<file path="src/mem_types_pkg.sv">
// ========================================
// data, address, mask and access-control types
// byte addresses, 32-bit words, little-endian lanes
// size code 3 is handled as a word everywhere
// ========================================
package mem_types_pkg;

    // one 32-bit data word as seen by the core and the memory
    typedef logic [31:0] word_t;

    // byte address, low two bits give the lane offset
    typedef logic [31:0] addr_t;

    // byte-lane write enable, bit n covers bits 8n+7:8n
    typedef logic [3:0] mask_t;

    // access control from the core
    //   [1:0] size code
    //   [2]   unsigned load (LBU, LHU)
    typedef logic [2:0] ctrl_t;

    // size codes in ctrl_t[1:0]
    localparam logic [1:0] SIZE_BYTE = 2'd0; // LB, LBU, SB
    localparam logic [1:0] SIZE_HALF = 2'd1; // LH, LHU, SH
    localparam logic [1:0] SIZE_WORD = 2'd2; // LW, SW

endpackage

</file>
<file path="src/load_extract.sv">
// ========================================
// joins the low and high read words and picks
// the addressed bytes, with LB/LH sign extension
// o_data holds until the next read returns,
// stores do not disturb it
// ========================================
module load_extract (
    input  logic                 clk,
    input  logic                 i_rst,
    input  logic                 i_load_lo,
    input  logic                 i_load_hi,
    input  mem_types_pkg::word_t i_mem_rdata,
    input  mem_types_pkg::addr_t i_addr,
    input  mem_types_pkg::ctrl_t i_ctrl,
    output mem_types_pkg::word_t o_data
);
    import mem_types_pkg::*;

    word_t       lo_q;      // word at the request address
    word_t       hi_q;      // following word, split loads only
    logic [1:0]  off_q;
    ctrl_t       ctrl_q;
    logic [63:0] shifted;
    word_t       sh;

    // offset and control latched with the first word
    always_ff @(posedge clk) begin
        if (i_rst) begin
            off_q  <= '0;
            ctrl_q <= '0;
        end else if (i_load_lo) begin
            off_q  <= i_addr[1:0];
            ctrl_q <= i_ctrl;
        end
    end

    always_ff @(posedge clk) begin
        if (i_load_lo)
            lo_q <= i_mem_rdata;
        if (i_load_hi)
            hi_q <= i_mem_rdata;
    end

    // hi_q is stale on a one-word load but never reaches the selected bits
    assign shifted = {hi_q, lo_q} >> {off_q, 3'b000};
    assign sh      = shifted[31:0];

    always_comb begin
        case (ctrl_q[1:0])
            SIZE_BYTE: o_data = ctrl_q[2] ? {24'h0, sh[7:0]} : {{24{sh[7]}}, sh[7:0]};
            SIZE_HALF: o_data = ctrl_q[2] ? {16'h0, sh[15:0]} : {{16{sh[15]}}, sh[15:0]};
            default:   o_data = sh;
        endcase
    end

endmodule

</file>
<file path="config.mk">
export PLATFORM = sky130hd
export DESIGN_NAME = load_extract
export DESIGN_NICKNAME = d
export VERILOG_FILES = /design/src/mem_types_pkg.sv /design/src/load_extract.sv
export SDC_FILE = /design/constraint.sdc
export NUM_CORES = 1
export LEC_CHECK = 0
export ABC_AREA = 1
export BUFFER_PORTS_ARGS = -buffer_cell sky130_fd_sc_hd__buf_2
export CAP_MARGIN = 10
export CORE_ASPECT_RATIO = 1.75
export CORE_MARGIN = 2
export CORE_UTILIZATION = 25
export DETAILED_ROUTE_END_ITERATION = 8
export PLACE_DENSITY = 0.42
export SLEW_MARGIN = 20
export SYNTH_ARGS = -nofsm -noshare
export SYNTH_HDL_FRONTEND = slang
export SYNTH_SLANG_ARGS = --single-unit
export TNS_END_PERCENT = 10
</file>
<file path="constraint.sdc">
create_clock -name clk -period 2.3 [get_ports clk]
set_input_delay 0.345 -clock clk [delete_from_list [all_inputs] [get_ports clk]]
set_output_delay 0.345 -clock clk [all_outputs]
set_load 0.03 [all_outputs]
</file>
==> metrics.csv <==
metric,value,unit
Via density,4.47,
worst r2r src,off_q[0],
"Slowest-stage cell, CP",nand3_4,
Max-slew headroom,59.9,%
Synth top area share,54.8,%
Routed WL,8.63,mm
number of synthesized register bits,61,
combinational power share,22.9,%
antenna cells,0,
"top cells by area, synth","edfxtp_1 (55%), nand3_1 (12%), nand2_1 (11%)",
Synth-to-Final Area Change,26.3,%
Unique masters post-synth,24,
total number of yosys warnings,0,
Mapped Area,3070,µm²
pwr dens,831,nW/µm²
Initial Util,25.5,%
Mean Syn Cell Area,9.80,µm²
post-CTS sizing,0,
# clock sinks,61,
final setup violation count,0,
WP data arrival,1.84,ns
initial antenna violation count,0,
drt wl/cell,15.6,µm
Max Freq,0.457,GHz
CTS H-tree depth,3,
status,finished clean,
crit path kind,reg -> out,
P_sw,979,µW
IO Pins,103,
RePlAce Congestion,0.764,
Die Ht,151,µm
Place WS,0.402,ns
FF-to-FF End,off_q[0],
Sw Share,30.4,%
Slew Limit Fails,0,
RSZ-0062 raised after global routing,true,
Post-CTS Hold Fix Bufs,0,
R2R Setup Slk,1.20,ns
Final min period,2.19,ns
Required @ worst endpoint,1.96,ns
Critical Path Max Stage Delay,0.36,ns
CTS tree,built,
"Reg clk slew, reported paths",0.05,ns
Post-Route Skew,0,ns
router iterations before antenna repair,4,
crit path from,ctrl_q[1],
maxcap violations,0,
Synth area leader,edfxtp_1,
hold path depth,1,
Tot GR Track Use,13.9,%
vias in the first global route,2547,
TritonCTS buffer count,9,
Final Cycle Share,95.1,%
pin count of the biggest net entering global routing,36,
global-route wire length before repair,13.3,mm
worst hold endpoint,lo_q[29],
layout cells sized above 1,31.4,%
clock power share,35.0,%
"Net Count, Synth",384,
R2R cell count,3,
row count,53,
fill count,1286,
Syn Inst Count,313,
final core utilization,32.3,%
Hold WS,0.192,ns
Peak supply drop,0.350,mV
sequential fraction of the synthesis area,58.1,%
postcts setup bufs,0,
Worst Max-Slew Pin Slew,0.601,ns
nets,457,
die area,13200,µm²
overall power,3.22,mW
root buffer cell,clkbuf_16,
"Hold Vio Cnt, Final",0,
crit-path cells,"or2_1, nor2_8, nand3_4, nand3_2, buf_2",
vias post-DR,2479,
clock buffer depth,2,
Final ANT Viol Nets,0,
width of the die,87.7,µm
Setup crit start kind,register,
crit path max fanout,24,
Residual DRC,0,
total grt overflow,0,
Fin Setup TNS,0,ns
Core Footprint,12000,µm²
final worst slack,0.112,ns
nature of the critical path endpoint,output port,
DRT iter0 DRCs,138,
sequential share of power,42.1,%
hold path start,i_mem_rdata[29],
worst hold path type,in -> reg,
Pleak,1.67,nW
internal power,2.24,mW
DP HPWL,6.24,mm
clk_lat worst skew,0.32,ns
# port buffers,72,
-- area by class of cell --
class	instances	area (µm²)	area share [%]
repair buffers	84	478	12.3
multi-input cells	218	1110	28.7
well taps	165	206	5.33
inverters	12	45.0	1.16
flip-flops and latches	61	1780	46.1
clock inverters	4	17.5	0.452
clock buffers	10	229	5.91
-- critical path, delay by kind of cell, from the launching register on --
kind          cells  cell delay (ns)
buf+inv           1             0.22
simple gates      4             0.98
flops             1             0.32
-- Yosys cell counts --
master,n
nand2_1,91
nand3_1,71
edfxtp_1,56
nand3_2,12
buf_2,11
inv_1,9
a21oi_1,8
nand2_2,8
a22oi_1,7
o21ai_1,7
dfxtp_1,5
nor2_1,5
a211oi_1,4
buf_6,4
clkbuf_1,4
buf_4,2
inv_2,2
and2_1,1
buf_1,1
clkinv_1,1
nand3_4,1
nand4_2,1
nor2_8,1
or2_1,1
-- cells by family after synthesis --
group                  count (synthesis)  synth area share, %
AND/OR/NAND/NOR                      192                 30.9
flip-flops                            61                 58.1
buffers and inverters                 34                 5.83
AO/OA/AOI/OAI                         26                 5.14
-- power groups by stage --
stage | sequential, mW | combinational (mW) | clock [mW]
floorplan | 1.36 | 0.511 | 0
detailed placement | 1.38 | 0.746 | 0
global placement | 1.38 | 0.743 | 0
CTS | 1.36 | 0.748 | 1.17
finish | 1.36 | 0.737 | 1.13
global route | 1.37 | 0.808 | 1.21
-- worst max-delay path by stage --
stage | cells after the start | end | slack, ns
3_3_place_gp | 5 | o_data[24] | 0.38
2_1_floorplan | 4 | o_data[0] | 0.57
4_1_cts | 5 | o_data[17] | 0.04
3_5_place_dp | 5 | o_data[17] | 0.40
5_1_grt | 6 | o_data[24] | -0.02
6_report | 5 | o_data[31] | 0.11
-- through the flow --
step                area, µm²  cells
floorplan                3070    313
global placement         3620    540
detailed placement       3620    540
CTS                      3860    554
global route             3870    554
finish                   3870    554
-- registers in the layout (all words and copies together) (netlist names) --
signal / flops
lo_q: 32
ctrl_q: 3
hi_q: 24
off_q: 2
-- routing by layer --
metal | vias to the layer above | routed length, µm | GRT usage, %
met5 | - | 0 | 0
met4 | 0 | 109 | 6.00
met3 | 5 | 448 | 3.29
met2 | 69 | 4840 | 25.3
met1 | 1165 | 3230 | 15.0
li1 | 1240 | - | -
-- cell usage in the layout (no fill, tap or decap), types with 4 or more instances in the layout --
cell type / n
a211oi_1: 4
edfxtp_1: 56
buf_4: 10
nand2_1: 91
nand3_2: 11
inv_1: 9
a22oi_1: 7
a21oi_1: 8
nand2_2: 8
nand3_1: 71
clkbuf_16: 9
o21ai_1: 7
buf_2: 71
nor2_1: 5
Note: power is estimated with default switching activity, not from simulation.
