### config.mk
export PLATFORM = sky130hd
export DESIGN_NAME = store_align
export DESIGN_NICKNAME = d
export VERILOG_FILES = /design/src/mem_types_pkg.sv /design/src/store_align.sv
export SDC_FILE = /design/constraint.sdc
export NUM_CORES = 1
export LEC_CHECK = 0
export BUFFER_PORTS_ARGS = -buffer_cell sky130_fd_sc_hd__buf_2
export CORE_UTILIZATION = 45
export DETAILED_ROUTE_END_ITERATION = 10
export PLACE_DENSITY = 0.84
export REMOVE_ABC_BUFFERS = 1
export SYNTH_ARGS = -nofsm -noshare
export SYNTH_HDL_FRONTEND = slang
export SYNTH_SLANG_ARGS = --single-unit
export TNS_END_PERCENT = 100
### constraint.sdc
create_clock -name clk -period 1.3 [get_ports clk]
set_clock_uncertainty 0.05 [all_clocks]
set_input_delay 0.325 -clock clk [delete_from_list [all_inputs] [get_ports clk]]
set_output_delay 0.325 -clock clk [all_outputs]
set_load 0.03 [all_outputs]
### src/mem_types_pkg.sv
// ========================================
// data, address, mask and access-control types
// byte addresses, 32-bit words, little-endian lanes
// size code 3 is handled as a word everywhere
// ========================================
package mem_types_pkg;

    // one 32-bit data word as seen by the core and the memory
    typedef logic [31:0] word_t;

    // byte address, low two bits give the lane offset
    typedef logic [31:0] addr_t;

    // byte-lane write enable, bit n covers bits 8n+7:8n
    typedef logic [3:0] mask_t;

    // access control from the core
    //   [1:0] size code
    //   [2]   unsigned load (LBU, LHU)
    typedef logic [2:0] ctrl_t;

    // size codes in ctrl_t[1:0]
    localparam logic [1:0] SIZE_BYTE = 2'd0; // LB, LBU, SB
    localparam logic [1:0] SIZE_HALF = 2'd1; // LH, LHU, SH
    localparam logic [1:0] SIZE_WORD = 2'd2; // LW, SW

endpackage

### src/store_align.sv
// ========================================
// registers a request on i_capture
// store data is cut to its size, then spread
// over the two word slots by the byte offset
// outputs hold until the next capture
// ========================================
module store_align (
    input  logic                 clk,
    input  logic                 i_rst,
    input  logic                 i_capture,
    input  mem_types_pkg::addr_t i_addr,
    input  mem_types_pkg::word_t i_data,
    input  mem_types_pkg::ctrl_t i_ctrl,
    output mem_types_pkg::addr_t o_addr,
    output mem_types_pkg::ctrl_t o_ctrl,
    output mem_types_pkg::word_t o_wdata_lo,
    output mem_types_pkg::word_t o_wdata_hi,
    output mem_types_pkg::mask_t o_mask_lo,
    output mem_types_pkg::mask_t o_mask_hi,
    output logic                 o_need_second
);
    import mem_types_pkg::*;

    word_t       data_q;     // size-truncated store data
    mask_t       base_mask;  // lanes before shifting
    logic [63:0] wide_data;
    logic [7:0]  wide_mask;

    always_ff @(posedge clk) begin
        if (i_rst) begin
            o_addr <= '0;
            o_ctrl <= '0;
        end else if (i_capture) begin
            o_addr <= i_addr;
            o_ctrl <= i_ctrl;
        end
    end

    always_ff @(posedge clk) begin
        if (i_capture) begin
            case (i_ctrl[1:0])
                SIZE_BYTE: data_q <= {24'h0, i_data[7:0]};
                SIZE_HALF: data_q <= {16'h0, i_data[15:0]};
                default:   data_q <= i_data;
            endcase
        end
    end

    always_comb begin
        case (o_ctrl[1:0])
            SIZE_BYTE: base_mask = 4'b0001;
            SIZE_HALF: base_mask = 4'b0011;
            default:   base_mask = 4'b1111;
        endcase
    end

    // shift across a 64-bit pair so the spill lands in the upper word
    assign wide_data = {32'h0, data_q} << {o_addr[1:0], 3'b000};
    assign wide_mask = {4'b0000, base_mask} << o_addr[1:0];

    assign o_wdata_lo = wide_data[31:0];
    assign o_wdata_hi = wide_data[63:32];
    assign o_mask_lo  = wide_mask[3:0];
    assign o_mask_hi  = wide_mask[7:4];

    // offset + size > 4 bytes
    assign o_need_second = |wide_mask[7:4];

endmodule

==> metrics.txt, run 1 <==
Post-synth ARST share 0; Hold Buf Count CTS 0; highest clock rate 0.484 GHz; Syn Area/Cell 11.2 sq um; Worst path most repeated cell buf_4; RSZ-0062 raised after global routing true; vias in the first global route 2913; pre-CTS WS -0.256 ns; Total GRT Usage 0.256; Detailed Route Iter0 Violations 141; number of max-cap violations 0; via count 3065; largest net degree at the start of global routing 31; # DRC 0; CTS tree done; PnR worst setup slack -0.764 ns; grt total ovfl 0; final-stage net count 561; critical path type flip-flop to primary output; antenna-violating nets left 0; CP max stage delay 0.37 ns; post-synth top area share 0.286; DPL Wire Length 6670 um; post-synth cell types 26; I/O Buffers 168; Via density 5.15; CTS Buffer Depth 2; outcome finished, violations left; area of the core 0.00725 sq mm; first-pass GRT wire length 14800 um; CP arrival 1.69 ns; worst-path fanout max 5; Final Cycle Share 1.59; cell count after synthesis 299; Setup crit start kind flip-flop; Mapped Area 0.00336 sq mm; Die Height 88.4 um; die width 88.4 um; leading area contributor after synthesis edfxtp_1; Sink Count 67; Ant. Diodes 0; FF+latch count, synth 67; crit path capture type primary output; start of the worst register-to-register path o_addr[1]; Worst Hold Class primary input to flip-flop; dominant synthesized flop cell dfxtp_1; synth cell count leaders 75 x mux2i_1, 45 x nor2_1, 35 x dfxtp_1, 32 x edfxtp_1, 25 x and2_1; Worst EP required 0.93 ns; post-placement cell area 0.00435 sq mm; initial antenna violation count 0; H-tree level count 3; count leader, synth mux2i_1; EDFF count, synth 32; DRT Wirelength 11300 um; peak supply drop 800 uV; clock slew at reported path FFs 0.08 ns; share of cells above drive strength 1 0.558; Initial Util 0.463; Top Ports 178; Fin. Hold Viols 0; synth top area cells edfxtp_1 29%, mux2i_1 22%, dfxtp_1 21%; final setup fails 66; failing checks setup timing; post-synthesis sequential area ratio 0.494; clock latency on the worst-skew pair 0.33 ns; Max Slew Vio Count 0; min-delay src i_data[2]; static leakage 2.54 nW; post-route design area 0.00543 sq mm; cts bufs inserted 9; drt pass-1 iters 4; power per cell area 1120 mW/mm^2; Site Rows 31; Area Growth Syn to Fin 61.5%; Root Driver clkbuf_8; Worst Setup SP o_addr[0]; Ys Warns 0; Final GP Congestion 0.795; post-route minimum period 2.06 ns; crit-path cells buf_4, buf_12, mux2i_1, nor2b_1, buf_4; crit path max-delay cell type dfxtp_4; routed len/inst 18.9 um; die area 0.00782 sq mm
-- where the power goes --
part / internal (mW) / switching, mW
combinational: 0.848 / 1.08
sequential: 2.37 / 0.160
clock: 0.853 / 0.780
total: 4.07 / 2.01
-- critical path, delay by kind of cell (launching register included) --
kind | cells | cell delay (ns)
flip-flops | 1 | 0.37
buffers and inverters | 3 | 0.55
multiplexers | 1 | 0.12
AND/OR/NAND/NOR | 1 | 0.33
-- registers in the layout, indices dropped and copies added (netlist names) --
signal,count
data_q,32
o_addr,32
o_ctrl,3
-- kinds of logic (layout without fill, tap and decap cells) --
logic type	Yosys count	in the layout	share of synthesized area
and+or+nand+nor	103	103	0.158
muxes	75	75	0.223
DFF	67	67	0.494
buffers and inverters	33	222	0.0748
AOI/OAI and AO/OA	20	20	0.0484
other	1	9	0.00112
-- cell type report --
type	instances	area [sq um]
Clock buffer	12	166
Clock inverter	4	21.3
Fill cell	457	1830
Multi-Input combinational cell	207	1770
Inverter	1	3.75
Sequential cell	67	1680
Timing Repair Buffer	205	1670
Tap cell	99	124
-- stage by stage --
step                      power [mW]  hold slack, ns  setup TNS, ns   util  std cells
after floorplan                 3.39           0.347         -80.28      -        275
after global placement          3.94           0.417          -6.41  0.599        565
after detailed placement        3.98           0.427          -8.48  0.599        565
after CTS                       5.89          0.0944         -31.63  0.699        587
after global routing            6.32          0.0966         -37.55  0.748        595
final                           6.08           0.108         -34.35  0.748        595
-- routing by layer --
layer | global-route usage | part of all wire | vias up
met1 | 0.281 | 0.36 | 1423
met5 | 0 | 0 | -
li1 | - | - | 1411
met2 | 0.464 | 0.51 | 197
met4 | 0.107 | 0.033 | 0
met3 | 0.0690 | 0.097 | 34
-- placed cells by master, fill, tap and decap left out, drive strengths merged, types with 2 or more instances in the layout --
master   count
mux2i       75
nor2b       17
edfxtp      32
and3         9
clkinv       3
inv          2
clkbuf      16
conb         9
nand2        2
o2bb2ai     16
o21ai        2
nor2        46
and2        25
dfxtp       35
buf        200
-- path summary, 6_finish.rpt --
| check | to | slack [ns] | cells past startpoint |
|---|---|---|---|
| worst min register to register | o_addr[11] | 0.45 | 2 |
| worst max-delay path | o_wdata_hi[9] | -0.76 | 5 |
| worst max register to register | o_addr[1] | 0.37 | 3 |
| worst min-delay path | data_q[2] | 0.11 | 1 |
-- timing repair --
item	in CTS	in global routing
endpoints found under the hold margin	0	0
buffers inserted	3	5
pin swaps	6	6
gates cloned	3	3
endpoints found under the setup margin	68	69
resized for setup	133	63
No activity file was read; power rests on OpenSTA's default activity.
==> run 2: changes to the inputs <==
--- a/config.mk
+++ b/config.mk
@@ -7,6 +7,7 @@
 export LEC_CHECK = 0
 export BUFFER_PORTS_ARGS = -buffer_cell sky130_fd_sc_hd__buf_2
 export CORE_UTILIZATION = 45
+export CTS_BUF_LIST = sky130_fd_sc_hd__clkbuf_4 sky130_fd_sc_hd__clkbuf_8
 export DETAILED_ROUTE_END_ITERATION = 10
 export PLACE_DENSITY = 0.84
 export REMOVE_ABC_BUFFERS = 1
==> run 2 against run 1 <==
Net effect: the flow still finishes with violations (setup timing); flip-flop and latch count unchanged; global-route usage increased by 0.099 points; clock power increased by 6%; worst hold slack improved by 0.0024 ns; register-to-register slack about the same; cell area increased by 0.23%; non-clock buffer count increased by 1; critical path type unchanged; critical endpoint unchanged.
==> metrics.txt, run 2 (same netlist as run 1, synthesis figures left out) <==
Final Cycle Share 1.58 (-0.00606); Total GRT Usage 0.257 (+0.000994); min-delay src i_data[2]; setup TNS -34.31 ns (+0.0403 ns); I/O Buffers 168 (unchanged); Site Rows 31 (unchanged); Detailed Route Iter0 Violations 130 (-7.8%); start of the worst register-to-register path o_addr[1]; Hold Buf Count CTS 0 (unchanged); CTS Buffer Depth 2 (unchanged); die area 0.00782 sq mm (unchanged); failing checks setup timing; grt total ovfl 0 (unchanged); final-stage net count 562 (+0.18%); worst-path fanout max 5 (unchanged); largest net degree at the start of global routing 31 (unchanged); crit path capture type primary output; Initial Util 0.463 (unchanged); antenna-violating nets left 0 (unchanged); pre-CTS WS -0.256 ns (unchanged); post-route minimum period 2.06 ns (-0.00788 ns); final setup fails 66 (unchanged); number of max-cap violations 0 (unchanged); Sink Count 67 (unchanged); Largest regs data_q (32), o_addr (32), o_ctrl (3); commonest non-fill, non-tap cell in the layout buf_2; DPL Wire Length 6670 um (unchanged); critical path type flip-flop to primary output; WHS Path Cells 1 (unchanged); Worst EP required 0.93 ns (about the same); Via density 5.11 (-0.82%); Setup crit start kind flip-flop; CTS tree done; power per cell area 1140 mW/mm^2 (+1.4%); PnR worst setup slack -0.756 ns (+0.00788 ns); hold path endpoint data_q[2]; CP arrival 1.68 ns (about the same); Worst Hold Class primary input to flip-flop; Ant. Diodes 0 (unchanged); highest clock rate 0.486 GHz (+0.38%); initial antenna violation count 0 (unchanged); Die Height 88.4 um (unchanged); Power, Total 6.18 mW (+1.6%); drt pass-1 iters 4 (unchanged); reg2reg setup slack 0.37 ns (about the same); peak supply drop 804 uV (+0.50%); Fin. Hold Viols 0 (unchanged); area of the core 0.00725 sq mm (unchanged); first-pass GRT wire length 14800 um (about the same); Max Slew Vio Count 0 (unchanged); outcome finished, violations left; via count 3045 (-0.65%); H-tree level count 3 (unchanged); Reg2Reg Depth 3 (unchanged); static leakage 2.55 nW (+0.59%); DRT Wirelength 11200 um (-0.51%); routed len/inst 18.8 um (-0.67%); Util after Layout 0.750 (+0.00172); RSZ-0062 raised after global routing true; Top Ports 178 (unchanged); Final GP Congestion 0.795 (unchanged); worst reg2reg path endpoint o_addr[1]; Root Driver clkbuf_8; Area Growth Syn to Fin 61.8%; vias in the first global route 2922 (+0.31%); clock latency on the worst-skew pair 0.33 ns (about the same); clock slew at reported path FFs 0.08 ns (about the same); most frequent cells in the layout 99 x buf_2, 54 x mux2i_1, 48 x buf_4, 43 x buf_6, 41 x nor2_1; # DRC 0 (unchanged); die width 88.4 um (unchanged); share of cells above drive strength 1 0.559 (+0.000888); cts bufs inserted 9 (unchanged)
[run 2: power breakdown]
group	switching (mW)	internal, mW
sequential	0.160	2.37
clock	0.776	0.951
combinational	1.07	0.851
[run 2: cell type report]
cell class	instances	area, sq um
fillers	455	1810
multi-input cells	207	1760
flip-flops and latches	67	1680
repair buffers	206	1680
clock buffers	11	145
well taps	99	124
clock inverters	5	51.3
inverters	1	3.75
[run 2: worst max path at each step]
stage / start / end / slack (ns)
2_1_floorplan: o_addr[0] / o_wdata_lo[24] / -1.48
4_1_cts: o_addr[1] / o_wdata_lo[31] / -0.56
6_report: o_addr[0] / o_wdata_hi[9] / -0.76
3_3_place_gp: o_addr[1] / o_wdata_lo[20] / -0.18
5_1_grt: o_addr[0] / o_wdata_hi[9] / -0.85
3_5_place_dp: o_addr[1] / o_wdata_lo[28] / -0.26
[run 2: routing by layer]
layer	GRT usage	part of all wire	vias up
met5	0	0	-
met1	0.281	0.37	1416
met4	0.0938	0.031	0
met2	0.466	0.51	190
met3	0.0802	0.096	31
li1	-	-	1408
[run 2: metrics by stage]
stage,instance area (sq um),hold WS [ns],cells
floorplan,3140,0.347,275
global placement,4350,0.417,565
detailed placement,4350,0.427,565
CTS,5080,0.0944,587
global route,5440,0.0912,596
finish,5440,0.111,596
[run 2: worst max-delay path, stage by stage, from the launching register on]
cell,delay [ns]
dfxtp_4,0.37
buf_4,0.17
buf_12,0.14
mux2i_1,0.12
nor2b_1,0.32
buf_4,0.24
[run 2: what timing repair did]
action | 4_1_cts | 5_1_grt
gates resized for setup | 133 | 64
buffers inserted | 3 | 6
cloned | 3 | 3
endpoints found under the setup margin | 68 | 70
pin swaps | 6 | 3
