==> config.mk <==
export PLATFORM = sky130hd
export DESIGN_NAME = access_seq
export DESIGN_NICKNAME = d
export VERILOG_FILES = /design/src/mem_ctrl_pkg.sv /design/src/mem_types_pkg.sv /design/src/access_seq.sv
export SDC_FILE = /design/constraint.sdc
export NUM_CORES = 1
export LEC_CHECK = 0
export BUFFER_PORTS_ARGS = -buffer_cell sky130_fd_sc_hd__buf_2
export CAP_MARGIN = 20
export CORE_AREA = 2 2 72 74
export CTS_BUF_LIST = sky130_fd_sc_hd__clkbuf_16
export DETAILED_ROUTE_END_ITERATION = 7
export DIE_AREA = 0 0 74 76
export GPL_TIMING_DRIVEN = 0
export HOLD_SLACK_MARGIN = 0.15
export PLACE_DENSITY = 0.76
export SLEW_MARGIN = 0
export SYNTH_ARGS = -nofsm -noshare
export SYNTH_HDL_FRONTEND = slang
export SYNTH_SLANG_ARGS = --single-unit
==> constraint.sdc <==
create_clock -name clk -period 2.15 [get_ports clk]
set_clock_uncertainty 0.15 [all_clocks]
set_input_delay 0.3225 -clock clk [delete_from_list [all_inputs] [get_ports clk]]
set_output_delay 0.3225 -clock clk [all_outputs]
set_load 0.03 [all_outputs]
==> src/mem_ctrl_pkg.sv <==
// ========================================
// sequencer states and word memory geometry
// MEM_LAT must be at least 1
// only byte address bits 9:2 select a word
// ========================================
package mem_ctrl_pkg;

    // word access sequencer
    typedef enum logic [2:0] {
        ST_IDLE,   // waiting for a request
        ST_ISSUE1, // first strobe out, wait for busy to rise
        ST_WAIT1,  // wait for first access to finish
        ST_ISSUE2, // second strobe out, wait for busy to rise
        ST_WAIT2,  // wait for second access to finish
        ST_DONE    // one cycle before dropping the port busy
    } seq_state_t;

    localparam int MEM_WORDS = 256; // depth in 32-bit words
    localparam int MEM_LAT   = 3;   // busy cycles per access

    // derived widths
    localparam int MEM_IDX_W = $clog2(MEM_WORDS);
    localparam int MEM_CNT_W = $clog2(MEM_LAT + 1);

endpackage

==> src/mem_types_pkg.sv <==
// ========================================
// data, address, mask and access-control types
// byte addresses, 32-bit words, little-endian lanes
// size code 3 is handled as a word everywhere
// ========================================
package mem_types_pkg;

    // one 32-bit data word as seen by the core and the memory
    typedef logic [31:0] word_t;

    // byte address, low two bits give the lane offset
    typedef logic [31:0] addr_t;

    // byte-lane write enable, bit n covers bits 8n+7:8n
    typedef logic [3:0] mask_t;

    // access control from the core
    //   [1:0] size code
    //   [2]   unsigned load (LBU, LHU)
    typedef logic [2:0] ctrl_t;

    // size codes in ctrl_t[1:0]
    localparam logic [1:0] SIZE_BYTE = 2'd0; // LB, LBU, SB
    localparam logic [1:0] SIZE_HALF = 2'd1; // LH, LHU, SH
    localparam logic [1:0] SIZE_WORD = 2'd2; // LW, SW

endpackage

==> src/access_seq.sv <==
// ========================================
// runs one or two word accesses per request
// request taken only in idle, read wins over write
// the second strobe leaves in the cycle the first
// access completes, so a split costs MEM_LAT+1 more
// ========================================
module access_seq (
    input  logic                 clk,
    input  logic                 i_rst,
    input  logic                 i_rd_en,
    input  logic                 i_wr_en,
    input  mem_types_pkg::addr_t i_addr,
    input  logic                 i_need_second,
    input  mem_types_pkg::word_t i_wdata_lo,
    input  mem_types_pkg::word_t i_wdata_hi,
    input  mem_types_pkg::mask_t i_mask_lo,
    input  mem_types_pkg::mask_t i_mask_hi,
    input  logic                 i_mem_busy,
    output logic                 o_capture,
    output logic                 o_busy,
    output logic                 o_mem_rd,
    output logic                 o_mem_wr,
    output mem_types_pkg::addr_t o_mem_addr,
    output mem_types_pkg::word_t o_mem_wdata,
    output mem_types_pkg::mask_t o_mem_mask,
    output logic                 o_load_lo,
    output logic                 o_load_hi
);
    import mem_types_pkg::*;
    import mem_ctrl_pkg::*;

    seq_state_t state;
    seq_state_t state_nx;
    logic       is_rd;      // request kind, held for the whole request
    logic       accept;
    logic       first_done; // first access completes this cycle
    logic       strobe_lo;
    logic       strobe_hi;
    addr_t      word_addr;

    assign accept     = (state == ST_IDLE) && (i_rd_en || i_wr_en);
    assign o_capture  = accept;
    assign o_busy     = (state != ST_IDLE);
    assign first_done = (state == ST_WAIT1) && !i_mem_busy;

    always_comb begin
        state_nx = state;
        case (state)
            ST_IDLE: begin
                if (accept)
                    state_nx = ST_ISSUE1;
            end
            ST_ISSUE1: begin
                if (i_mem_busy)
                    state_nx = ST_WAIT1;
            end
            ST_WAIT1: begin
                if (!i_mem_busy)
                    state_nx = i_need_second ? ST_ISSUE2 : ST_DONE;
            end
            ST_ISSUE2: begin
                if (i_mem_busy)
                    state_nx = ST_WAIT2;
            end
            ST_WAIT2: begin
                if (!i_mem_busy)
                    state_nx = ST_DONE;
            end
            ST_DONE:  state_nx = ST_IDLE;
            default:  state_nx = ST_IDLE;
        endcase
    end

    always_ff @(posedge clk) begin
        if (i_rst) begin
            state <= ST_IDLE;
            is_rd <= 1'b0;
        end else begin
            state <= state_nx;
            if (accept)
                is_rd <= i_rd_en; // read wins when both are high
        end
    end

    // memory is idle on entry to ST_ISSUE1, so this is a single pulse
    assign strobe_lo = (state == ST_ISSUE1) && !i_mem_busy;
    assign strobe_hi = first_done && i_need_second;

    assign o_mem_rd = (strobe_lo || strobe_hi) && is_rd;
    assign o_mem_wr = (strobe_lo || strobe_hi) && !is_rd;

    assign word_addr   = {i_addr[31:2], 2'b00};
    assign o_mem_addr  = strobe_hi ? word_addr + 32'd4 : word_addr;
    assign o_mem_wdata = strobe_hi ? i_wdata_hi : i_wdata_lo;
    assign o_mem_mask  = strobe_hi ? i_mask_hi : i_mask_lo;

    // read words arrive in the cycle memory busy falls
    assign o_load_lo = first_done && is_rd;
    assign o_load_hi = (state == ST_WAIT2) && !i_mem_busy && is_rd;

endmodule

==> results of run 1 <==
state kept, by name (all words and copies together) (netlist names):
signal  count
is_rd       1
state       3
synth_stat cells:
| cell type | instances | area share, % |
|---|---|---|
| sky130_fd_sc_hd__a22oi_1 | 1 | 0.52 |
| sky130_fd_sc_hd__clkbuf_1 | 2 | 0.52 |
| sky130_fd_sc_hd__conb_1 | 1 | 0.26 |
| sky130_fd_sc_hd__nor2_1 | 12 | 3.1 |
| sky130_fd_sc_hd__mux2_4 | 20 | 21 |
| sky130_fd_sc_hd__nand2_2 | 1 | 0.43 |
| sky130_fd_sc_hd__nand4_1 | 4 | 1.7 |
| sky130_fd_sc_hd__buf_2 | 5 | 1.7 |
| sky130_fd_sc_hd__nand3_1 | 11 | 3.8 |
| sky130_fd_sc_hd__dfxtp_1 | 4 | 5.5 |
| sky130_fd_sc_hd__and2_0 | 1 | 0.43 |
| sky130_fd_sc_hd__inv_1 | 7 | 1.8 |
| sky130_fd_sc_hd__nand2_1 | 11 | 2.8 |
| sky130_fd_sc_hd__xnor2_1 | 18 | 11 |
| sky130_fd_sc_hd__o21ai_0 | 2 | 0.69 |
| sky130_fd_sc_hd__nor4_2 | 3 | 2.6 |
| sky130_fd_sc_hd__and3_1 | 7 | 3.0 |
| sky130_fd_sc_hd__nor3_1 | 11 | 3.8 |
| sky130_fd_sc_hd__buf_6 | 3 | 2.3 |
| sky130_fd_sc_hd__nand4_2 | 1 | 0.86 |
| sky130_fd_sc_hd__ha_1 | 1 | 0.86 |
| sky130_fd_sc_hd__o22a_1 | 1 | 0.60 |
| sky130_fd_sc_hd__mux2i_1 | 3 | 2.1 |
| sky130_fd_sc_hd__nor4b_4 | 1 | 1.6 |
| sky130_fd_sc_hd__and2_1 | 4 | 1.7 |
| sky130_fd_sc_hd__buf_4 | 2 | 1.0 |
| sky130_fd_sc_hd__nand3b_1 | 1 | 0.52 |
| sky130_fd_sc_hd__and4_1 | 4 | 2.4 |
| sky130_fd_sc_hd__nor3_2 | 1 | 0.69 |
| sky130_fd_sc_hd__a21oi_1 | 1 | 0.34 |
| sky130_fd_sc_hd__mux2_2 | 17 | 13 |
| sky130_fd_sc_hd__nor3b_1 | 1 | 0.52 |
| sky130_fd_sc_hd__xor2_1 | 11 | 6.6 |
| sky130_fd_sc_hd__o211ai_1 | 1 | 0.52 |
cell usage in the layout, fill, tap and decap left out, drive strengths merged:
cell    synthesis  layout
o21ai           2       2
nand3b          1       1
nand2          12      12
ha              1       1
and4            4       4
a22oi           1       1
nor2           12      12
clkbuf          2       5
nor4b           1       1
nor3b           1       1
nand3          11      11
o22a            1       1
nand4           5       5
inv             7       7
and3            7       7
buf            10     214
mux2i           3       3
o211ai          1       1
xor2           11      11
and2            5       5
mux2           37      37
nor3           12      12
xnor2          18      18
nor4            3       3
dfxtp           4       4
a21oi           1       1
conb            1       2
power breakdown:
group / total, mW / internal, mW / switching (mW) / leakage (nW)
logic: 0.699 / 0.334 / 0.365 / 1.92
registers: 0.0845 / 0.0806 / 0.00392 / 0.0339
clock network: 0.290 / 0.238 / 0.0527 / 0.0370
total: 1.07 / 0.652 / 0.422 / 1.99
cell type report:
type / instances / area, um2
plain buffers: 11 / 141
clock buffers: 3 / 75.1
fillers: 308 / 1210
repair buffers: 205 / 1560
well taps: 70 / 87.6
inverters: 7 / 26.3
multi-input cells: 152 / 1720
flip-flops and latches: 4 / 82.6
cell families (layout without fill, tap and decap cells):
logic type / after synthesis / after routing / synth area share [%]
DFF: 4 / 4 / 5.50
buffers and inverters: 19 / 226 / 7.39
other: 1 / 2 / 0.258
and+or+nand+nor: 74 / 74 / 30.0
adders and majority gates: 1 / 1 / 0.860
muxes: 40 / 40 / 35.9
xor gates and xnor gates: 29 / 29 / 17.5
AOI/OAI and AO/OA: 6 / 6 / 2.67
per-stage QoR:
stage	hold WS [ns]	instances	setup TNS, ns	worst slack [ns]	cell area (um2)
2_1_floorplan	0.244	175	-0.135	-0.0592	1650
3_3_place_gp	0.384	423	-9.82	-0.340	2630
3_5_place_dp	0.394	423	-12.26	-0.397	2630
4_1_cts	0.158	440	-10.14	-0.230	3400
5_1_grt	0.171	452	-15.06	-0.492	3700
6_report	0.148	452	-9.77	-0.368	3700
worst min-delay path by stage:
stage,endpoint,cells after the start
2_1_floorplan,state[2],1
3_3_place_gp,state[2],2
3_5_place_dp,state[2],2
4_1_cts,state[2],2
5_1_grt,state[2],2
6_report,state[2],2
routing by layer:
metal  up-vias  routed length [um]  track usage [%]
met5         -                   0                0
met4         0                 214             6.18
met3        25                 592             3.97
met2       112                4410             46.4
met1      1013                2770             24.0
li1       1026                   -                -
what timing repair did:
item                                    CTS  global route
endpoints found under the setup margin   66            66
gates resized for setup                 158            50
setup buffers                            11            14
hold buffers                              0             0
pin swaps                                10            17
gates cloned                              3             0
==> impl_metrics.json, run 1 <==
{
  "global_route.usage.total_pct": 23.4,
  "cp_capture_type": "output port",
  "placeable_core_area_um2": 4910,
  "startpoint": "i_addr[5]",
  "origin_of_the_critical_flop_to_flop_path": "state[0]",
  "cts-root-to-sink-buffers": 2,
  "failed_checks": "setup timing",
  "antenna-diode-count": 0,
  "hold_viol_final": 0,
  "vias": 2176,
  "layout_setup_ws_ns": -0.368,
  "buffer_ports.inserted": 178,
  "initial_antenna_violation_count": 0,
  "fin_crit_sh_pct": 117,
  "grt_first_pass_wirelength_mm": 10.5,
  "max-vdd-ir-drop_mv": 0.436,
  "worst_setup_path_start_kind": "input pin",
  "insertion_delay_ns": 0.22,
  "synth_sequential_area_ratio_pct": 5.50,
  "vertical_extent_of_the_die_um": 76,
  "crit_fanout": 6,
  "maxCapViolCount": 0,
  "worstSetupPathType": "input pin to output port",
  "fraction_of_final_layout_cells_with_drive_strength_greater_than_1_pct": 81.9,
  "worst_ep_arrival_time_ns": 2.05,
  "top_level_ports": 184,
  "rsz0062_at_grt": "true",
  "grt_max_degree": 11,
  "critPathMaxStageDelay_ns": 0.42,
  "starting_density_of_the_core_pct": 29.6,
  "result_of_the_run": "finished, violations left",
  "grt-ovfl-total": 0,
  "finalWorstPathRequiredPeriod_ns": 2.52,
  "report.final.slew_viol_count": 0,
  "crit_path_cell_trace": "buf_2 > and4_2 > and2_0 > clkbuf_1 > nand4_1 > xnor2_2 > buf_6",
  "worstHoldStart": "i_rst",
  "timing.critical_path.buf_inv": 3,
  "drt-initial-drc-count": 73,
  "synth.yosys.warnings": 0,
  "worstSetupEndpoint": "o_mem_addr[15]",
  "clock_sinks": 4,
  "via_count_of_the_first_global_routing_pass": 2206,
  "die_area_um2": 5620,
  "placementRows": 26,
  "synth_seq_cells": 4,
  "critical_path_cell_count": 7,
  "clockRootBuffer": "sky130_fd_sc_hd__clkbuf_16",
  "drtPass1Iterations": 4,
  "via_per_inst": 4.81,
  "area.growth.synth_to_final_pct": 154,
  "drt-total-wl_mm": 7.99,
  "critical-path-slowest-cell": "sky130_fd_sc_hd__clkbuf_1",
  "syn-instance-count": 174,
  "tritoncts_clock_tree": "done",
  "worst_endpoint_required_time_ns": 1.68,
  "timing.slew.headroom_pct": 66.1,
  "tightestPinTransition_ns": 0.508,
  "finish.net_count": 495,
  "detail_route.drc_violations": 0,
  "cts_inserted_buffers": 3,
  "timing.final.setup_violations": 63,
  "setup.reg_to_reg.worst_slack_ns": 0.70,
  "fp.dieW_um": 74,
  "cts_htree_levels": 1,
  "ant_nets": 0,
  "worstHoldPathType": "input pin to flop",
  "syn-mean-instance-area_um2": 8.36,
  "path_delay_family": "simple AND/OR/NAND/NOR gates",
  "gp_congestion": 0.815,
  "synth_cell_type_count": 34,
  "wl_per_cell_um": 17.7,
  "max_clock_freq_ghz": 0.397,
  "postLayoutCoreUtil_pct": 75.3,
  "mappedNetlistArea_um2": 1460,
  "fin_total_pwr_mw": 1.07,
  "rr_endpoint": "is_rd",
  "cellLeakagePower_nw": 1.99,
  "dp.final_hpwl_mm": 4.90,
  "r2r_cells": 7,
  "clk_pin_slew_worst_paths_ns": 0.03,
  "power_per_cell_area_nw_per_um2": 290
}
(Power assumes the default switching activity.)
==> run 2, diff against run 1 <==
Settings changed: BUFFER_PORTS_ARGS -buffer_cell sky130_fd_sc_hd__buf_2 to -buffer_cell sky130_fd_sc_hd__buf_4.
==> run 2 against run 1 <==
Net effect:
- the run still ends with setup timing left
- power increased by 4.3%
- routed wire length increased by 1.3%
- critical path depth rose by 1
- register-to-register slack is essentially flat
- combinational power rose by 6.9%
- cell count is the same
==> impl_metrics.json, run 2 (synthesis gave the netlist of run 1 again) <==
{
  "result_of_the_run": "finished, violations left",
  "failed_checks": "setup timing",
  "initial_antenna_violation_count": 0,
  "placementRows": 26,
  "ff_latch_area_um2": 81.3,
  "wl_per_cell_um": 17.9,
  "report.final.slew_viol_count": 0,
  "gp_congestion": 0.791,
  "placement_cell_area_um2": 3070,
  "place.detailed.instances": 423,
  "grt_max_degree": 11,
  "largest_register_ff_count": 3,
  "fin_crit_sh_pct": 113,
  "antenna-diode-count": 0,
  "rsz0062_at_grt": "true",
  "layout.cells.non_filler": 452,
  "die_area_um2": 5620,
  "drt-initial-drc-count": 58,
  "top_level_ports": 184,
  "worst_endpoint_required_time_ns": 1.68,
  "clock_sinks": 4,
  "fraction_of_final_layout_cells_with_drive_strength_greater_than_1_pct": 81.2,
  "buffer_ports.inserted": 178,
  "cellLeakagePower_nw": 2.10,
  "postLayoutCoreUtil_pct": 81.4,
  "cts-root-to-sink-buffers": 2,
  "grt-ovfl-total": 0,
  "global_route.usage.total_pct": 23.7,
  "tritoncts_clock_tree": "done",
  "fin_tns_setup_ns": -7.83,
  "worst_ep_arrival_time_ns": 1.96,
  "multi_input_area_um2": 1720,
  "dp.final_hpwl_mm": 5.25,
  "cts_inserted_buffers": 3,
  "max_clock_freq_ghz": 0.411,
  "starting_density_of_the_core_pct": 29.6,
  "drtPass1Iterations": 4,
  "clockRootBuffer": "sky130_fd_sc_hd__clkbuf_16",
  "layout_setup_ws_ns": -0.281,
  "layout_commonest_cell": "sky130_fd_sc_hd__buf_4",
  "via_count_of_the_first_global_routing_pass": 2156,
  "fp.dieW_um": 74,
  "maxCapViolCount": 0,
  "hold_viol_final": 0,
  "cp_capture_type": "output port",
  "grt_first_pass_wirelength_mm": 10.6,
  "reg.largest.list": "state: 3 flops, is_rd: 1 flops",
  "power_per_cell_area_nw_per_um2": 280,
  "cts_htree_levels": 1,
  "timing.final.setup_violations": 59,
  "crit_fanout": 5,
  "placeable_core_area_um2": 4910,
  "worst_setup_path_start_kind": "flop",
  "detail_route.drc_violations": 0,
  "max_flop_register": "state",
  "fin_worst_hold_slack_ns": 0.228,
  "fillCellCount": 291,
  "postLayoutCellArea_um2": 4000,
  "insertion_delay_ns": 0.22,
  "worstHoldPathType": "input pin to flop",
  "finalWorstPathRequiredPeriod_ns": 2.43,
  "drt-total-wl_mm": 8.10,
  "area.growth.synth_to_final_pct": 175,
  "clk_pin_slew_worst_paths_ns": 0.03,
  "ant_nets": 0,
  "finish.net_count": 495,
  "max-vdd-ir-drop_mv": 0.463,
  "vias": 2177,
  "via_per_inst": 4.82,
  "worstSetupPathType": "flop to output port",
  "vertical_extent_of_the_die_um": 76,
  "final_cell_mix": "sky130_fd_sc_hd__buf_4 (137), sky130_fd_sc_hd__buf_6 (66), sky130_fd_sc_hd__mux2_4 (22)"
}
run 2: cell types whose count changed in the layout (fill, tap and decap cells not counted), sizes merged:
cell | before | now
buf | 214 | 212
clkbuf | 5 | 6
dlygate4sd3 | 0 | 1
run 2: path summary, 6_finish.rpt:
kind | depth (start not counted) | to | startpoint | slack (ns)
min | 3 | is_rd | i_rd_en | 0.23
max reg2reg | 6 | is_rd | state[0] | 0.71
min reg2reg | 2 | is_rd | is_rd | 0.44
max | 8 | o_mem_addr[31] | state[0] | -0.28
run 2: cell type report:
class                           count  share of cell area [%]
Sequential cell                     4                    2.03
Multi-Input combinational cell    152                    43.0
Inverter                            7                   0.657
Timing Repair Buffer              205                    46.7
Clock buffer                        3                    1.88
Buffer                             11                    3.57
Tap cell                           70                    2.19
run 2: where the power goes:
part	leakage [nW]	switching, mW	internal [mW]	total, mW
registers	0.0334	0.00402	0.0804	0.0844
clock network	0.0370	0.0510	0.237	0.288
logic	2.03	0.362	0.385	0.747
total	2.10	0.417	0.703	1.12
run 2: through the flow:
step                worst slack, ns  power (mW)
floorplan                   -0.0592       0.413
global placement             -0.264       0.713
detailed placement           -0.275       0.721
CTS                          -0.230        1.09
global route                 -0.347        1.16
finish                       -0.281        1.12
run 2: routing by layer:
layer	wire length, um	part of all wire [%]	vias to the layer above	global-route usage (%)
li1	-	-	1026	-
met1	2920	36	1025	26.6
met2	4250	52	108	43.5
met3	720	8.9	18	6.08
met4	210	2.6	0	5.64
met5	0	0	-	0
run 2: what timing repair did:
action	4_1_cts	5_1_grt
hold buffers	1	0
buffers inserted	15	8
gates cloned	2	1
pin swaps	18	23
hold endpoints to repair	3	0
endpoints found under the setup margin	66	65
resized for setup	106	31
run 2: critical path, stage by stage, from the launching register on:
cell,delay [ns]
sky130_fd_sc_hd__dfxtp_1,0.29
sky130_fd_sc_hd__buf_6,0.12
sky130_fd_sc_hd__nor4b_4,0.22
sky130_fd_sc_hd__buf_4,0.19
sky130_fd_sc_hd__nand4_1,0.15
sky130_fd_sc_hd__buf_4,0.19
sky130_fd_sc_hd__nor4_4,0.24
sky130_fd_sc_hd__xor2_2,0.17
sky130_fd_sc_hd__buf_6,0.15
==> run 3, diff against run 2 <==
Settings changed: CORE_AREA 2 2 72 74 to default, CORE_ASPECT_RATIO from default to 0.8, CORE_MARGIN from default to 2, CORE_UTILIZATION from default to 33, DIE_AREA 0 0 74 76 to default, PLACE_DENSITY 0.76 to 0.83.
==> run 3 against run 2 <==
Net effect:
- first-iteration DRC count rose to 2.8 times the previous value
- critical endpoint is now o_mem_addr[28]
- cell area down 0.94%
- maximum frequency down 11%
- sequential share of layout area about the same
- flip-flop and latch count unchanged
- register-to-register slack worse by 0.11 ns
- the run still ends with setup timing left
- largest cell class unchanged
- largest power group unchanged
- routed wire length up 30%
==> impl_metrics.json, run 3 (synthesis gave the netlist of run 1 again) <==
{
  "result_of_the_run": "finished, violations left",
  "failed_checks": "setup timing",
  "via_count_of_the_first_global_routing_pass": 2217,
  "reg.largest.list": "state: 3 flops, is_rd: 1 flops",
  "max-vdd-ir-drop_mv": 0.544,
  "placeable_core_area_um2": 4200,
  "layout.cells.non_filler": 436,
  "initial_antenna_violation_count": 0,
  "worst_ep_arrival_time_ns": 2.25,
  "clk_pin_slew_worst_paths_ns": 0.03,
  "drt-total-wl_mm": 10.5,
  "fillCellCount": 117,
  "fp.dieW_um": 78.2,
  "worstHoldPathType": "input pin to flop",
  "cp_capture_type": "output port",
  "grt_max_degree": 11,
  "clockRootBuffer": "sky130_fd_sc_hd__clkbuf_16",
  "finalWorstPathRequiredPeriod_ns": 2.72,
  "layout_setup_ws_ns": -0.570,
  "cts-root-to-sink-buffers": 2,
  "worst_setup_path_start_kind": "flop",
  "grt-ovfl-total": 0,
  "origin_of_the_critical_flop_to_flop_path": "state[2]",
  "pre_cts_ws_ns": -0.274,
  "place.detailed.instances": 410,
  "switching_share_pct": 38.8,
  "switching_power_mw": 0.448,
  "cts_inserted_buffers": 3,
  "rsz0062_at_grt": "true",
  "cellLeakagePower_nw": 2.13,
  "max_flop_register": "state",
  "placementRows": 21,
  "power_frac_comb_pct": 67.2,
  "cts_htree_levels": 1,
  "finish.net_count": 492,
  "hold_viol_final": 0,
  "gp_congestion": 0.820,
  "grt_first_pass_wirelength_mm": 10.9,
  "starting_density_of_the_core_pct": 34.6,
  "dp.final_hpwl_mm": 5.59,
  "final_cell_mix": "sky130_fd_sc_hd__buf_4 (130), sky130_fd_sc_hd__buf_6 (70), sky130_fd_sc_hd__mux2_4 (21)",
  "drt-initial-drc-count": 161,
  "clock_sinks": 4,
  "largest_register_ff_count": 3,
  "insertion_delay_ns": 0.23,
  "fraction_of_final_layout_cells_with_drive_strength_greater_than_1_pct": 80.5,
  "antenna-diode-count": 0,
  "worstHoldStart": "i_rd_en",
  "worstSetupPathType": "flop to output port",
  "power_per_cell_area_nw_per_um2": 291,
  "report.final.slew_viol_count": 0,
  "fin_worst_hold_slack_ns": 0.251,
  "detail_route.drc_violations": 0,
  "startpoint": "state[0]",
  "timing.final.setup_violations": 66,
  "maxCapViolCount": 0,
  "power.share.sequential_pct": 7.3,
  "p_clk_share_pct": 25.5,
  "ant_nets": 0,
  "top_level_ports": 184,
  "via_per_inst": 5.46,
  "max_clock_freq_ghz": 0.368,
  "buffer_ports.inserted": 178,
  "cell_internal_pwr_mw": 0.706,
  "area.growth.synth_to_final_pct": 172,
  "global_route.usage.total_pct": 27.8,
  "worst_endpoint_required_time_ns": 1.68,
  "vias": 2380,
  "fin_total_pwr_mw": 1.15,
  "die_area_um2": 4960,
  "drtPass1Iterations": 4,
  "wl_per_cell_um": 24.1,
  "vertical_extent_of_the_die_um": 63.4,
  "crit_fanout": 3,
  "fin_crit_sh_pct": 127,
  "fin_tns_setup_ns": -21.06,
  "layout_commonest_cell": "sky130_fd_sc_hd__buf_4",
  "tritoncts_clock_tree": "done"
}
## run 3: cell count changes in the layout (fill, tap and decap cells not counted), moves of 2 or more
cell | before | now
sky130_fd_sc_hd__buf_12 | 5 | 7
sky130_fd_sc_hd__buf_16 | 2 | 0
sky130_fd_sc_hd__buf_4 | 137 | 130
sky130_fd_sc_hd__buf_6 | 66 | 70
sky130_fd_sc_hd__nand3_1 | 6 | 8
sky130_fd_sc_hd__nand3_2 | 0 | 2
sky130_fd_sc_hd__nand3_4 | 5 | 1
sky130_fd_sc_hd__xnor2_1 | 7 | 4
sky130_fd_sc_hd__xnor2_2 | 10 | 13
## run 3: layout make-up
| type | count | area, um2 | share of cell area (%) |
|---|---|---|---|
| clock buffers | 3 | 75.1 | 1.90 |
| repair buffers | 201 | 1840 | 46.6 |
| well taps | 57 | 71.3 | 1.80 |
| flip-flops and latches | 4 | 80.1 | 2.02 |
| inverters | 7 | 26.3 | 0.663 |
| multi-input cells | 152 | 1710 | 43.2 |
| plain buffers | 12 | 153 | 3.85 |
## run 3: per-layer routing
metal	vias up	global-route usage, %	wire, um
met2	181	54.3	5370
met3	56	5.01	819
met4	0	8.11	621
li1	1016	-	-
met1	1127	30.3	3680
met5	-	0	0
## run 3: through the flow
| stage | area [um2] | util [%] |
|---|---|---|
| 6_report | 3960 | 94.2 |
| 5_1_grt | 3960 | 94.2 |
| 4_1_cts | 3520 | 83.8 |
| 3_5_place_dp | 3050 | 72.6 |
| 3_3_place_gp | 3050 | 72.6 |
| 2_1_floorplan | 1650 | - |
## run 3: final timing paths
kind	endpoint	cells after the start	slack, ns
setup / recovery	o_mem_addr[28]	8	-0.57
hold reg to reg	state[1]	3	0.47
setup reg to reg	is_rd	6	0.60
hold / removal	is_rd	3	0.25
## run 3: power by group through the flow
| stage | combinational (mW) | clock, mW | sequential [mW] |
|---|---|---|---|
| 2_1_floorplan | 0.330 | 0 | 0.0836 |
| 3_3_place_gp | 0.629 | 0 | 0.0843 |
| 3_5_place_dp | 0.641 | 0 | 0.0843 |
| 4_1_cts | 0.696 | 0.295 | 0.0834 |
| 5_1_grt | 0.799 | 0.299 | 0.0847 |
| 6_report | 0.775 | 0.294 | 0.0848 |
## run 3: timing repair
item / 4_1_cts / 5_1_grt
cloned: 0 / 2
setup endpoints to repair: 65 / 65
setup buffers: 8 / 13
gates resized for setup: 77 / 54
pin swaps: 13 / 23
hold endpoints to repair: 3 / 0
hold buffers: 1 / 0
## run 3: critical path, cell delays in order (launching register included)
cell                      delay (ns)
sky130_fd_sc_hd__dfxtp_1        0.30
sky130_fd_sc_hd__buf_6          0.12
sky130_fd_sc_hd__nor4b_4        0.36
sky130_fd_sc_hd__buf_6          0.17
sky130_fd_sc_hd__nand4_1        0.16
sky130_fd_sc_hd__buf_6          0.19
sky130_fd_sc_hd__nor4_4         0.35
sky130_fd_sc_hd__xor2_2         0.21
sky130_fd_sc_hd__buf_6          0.15
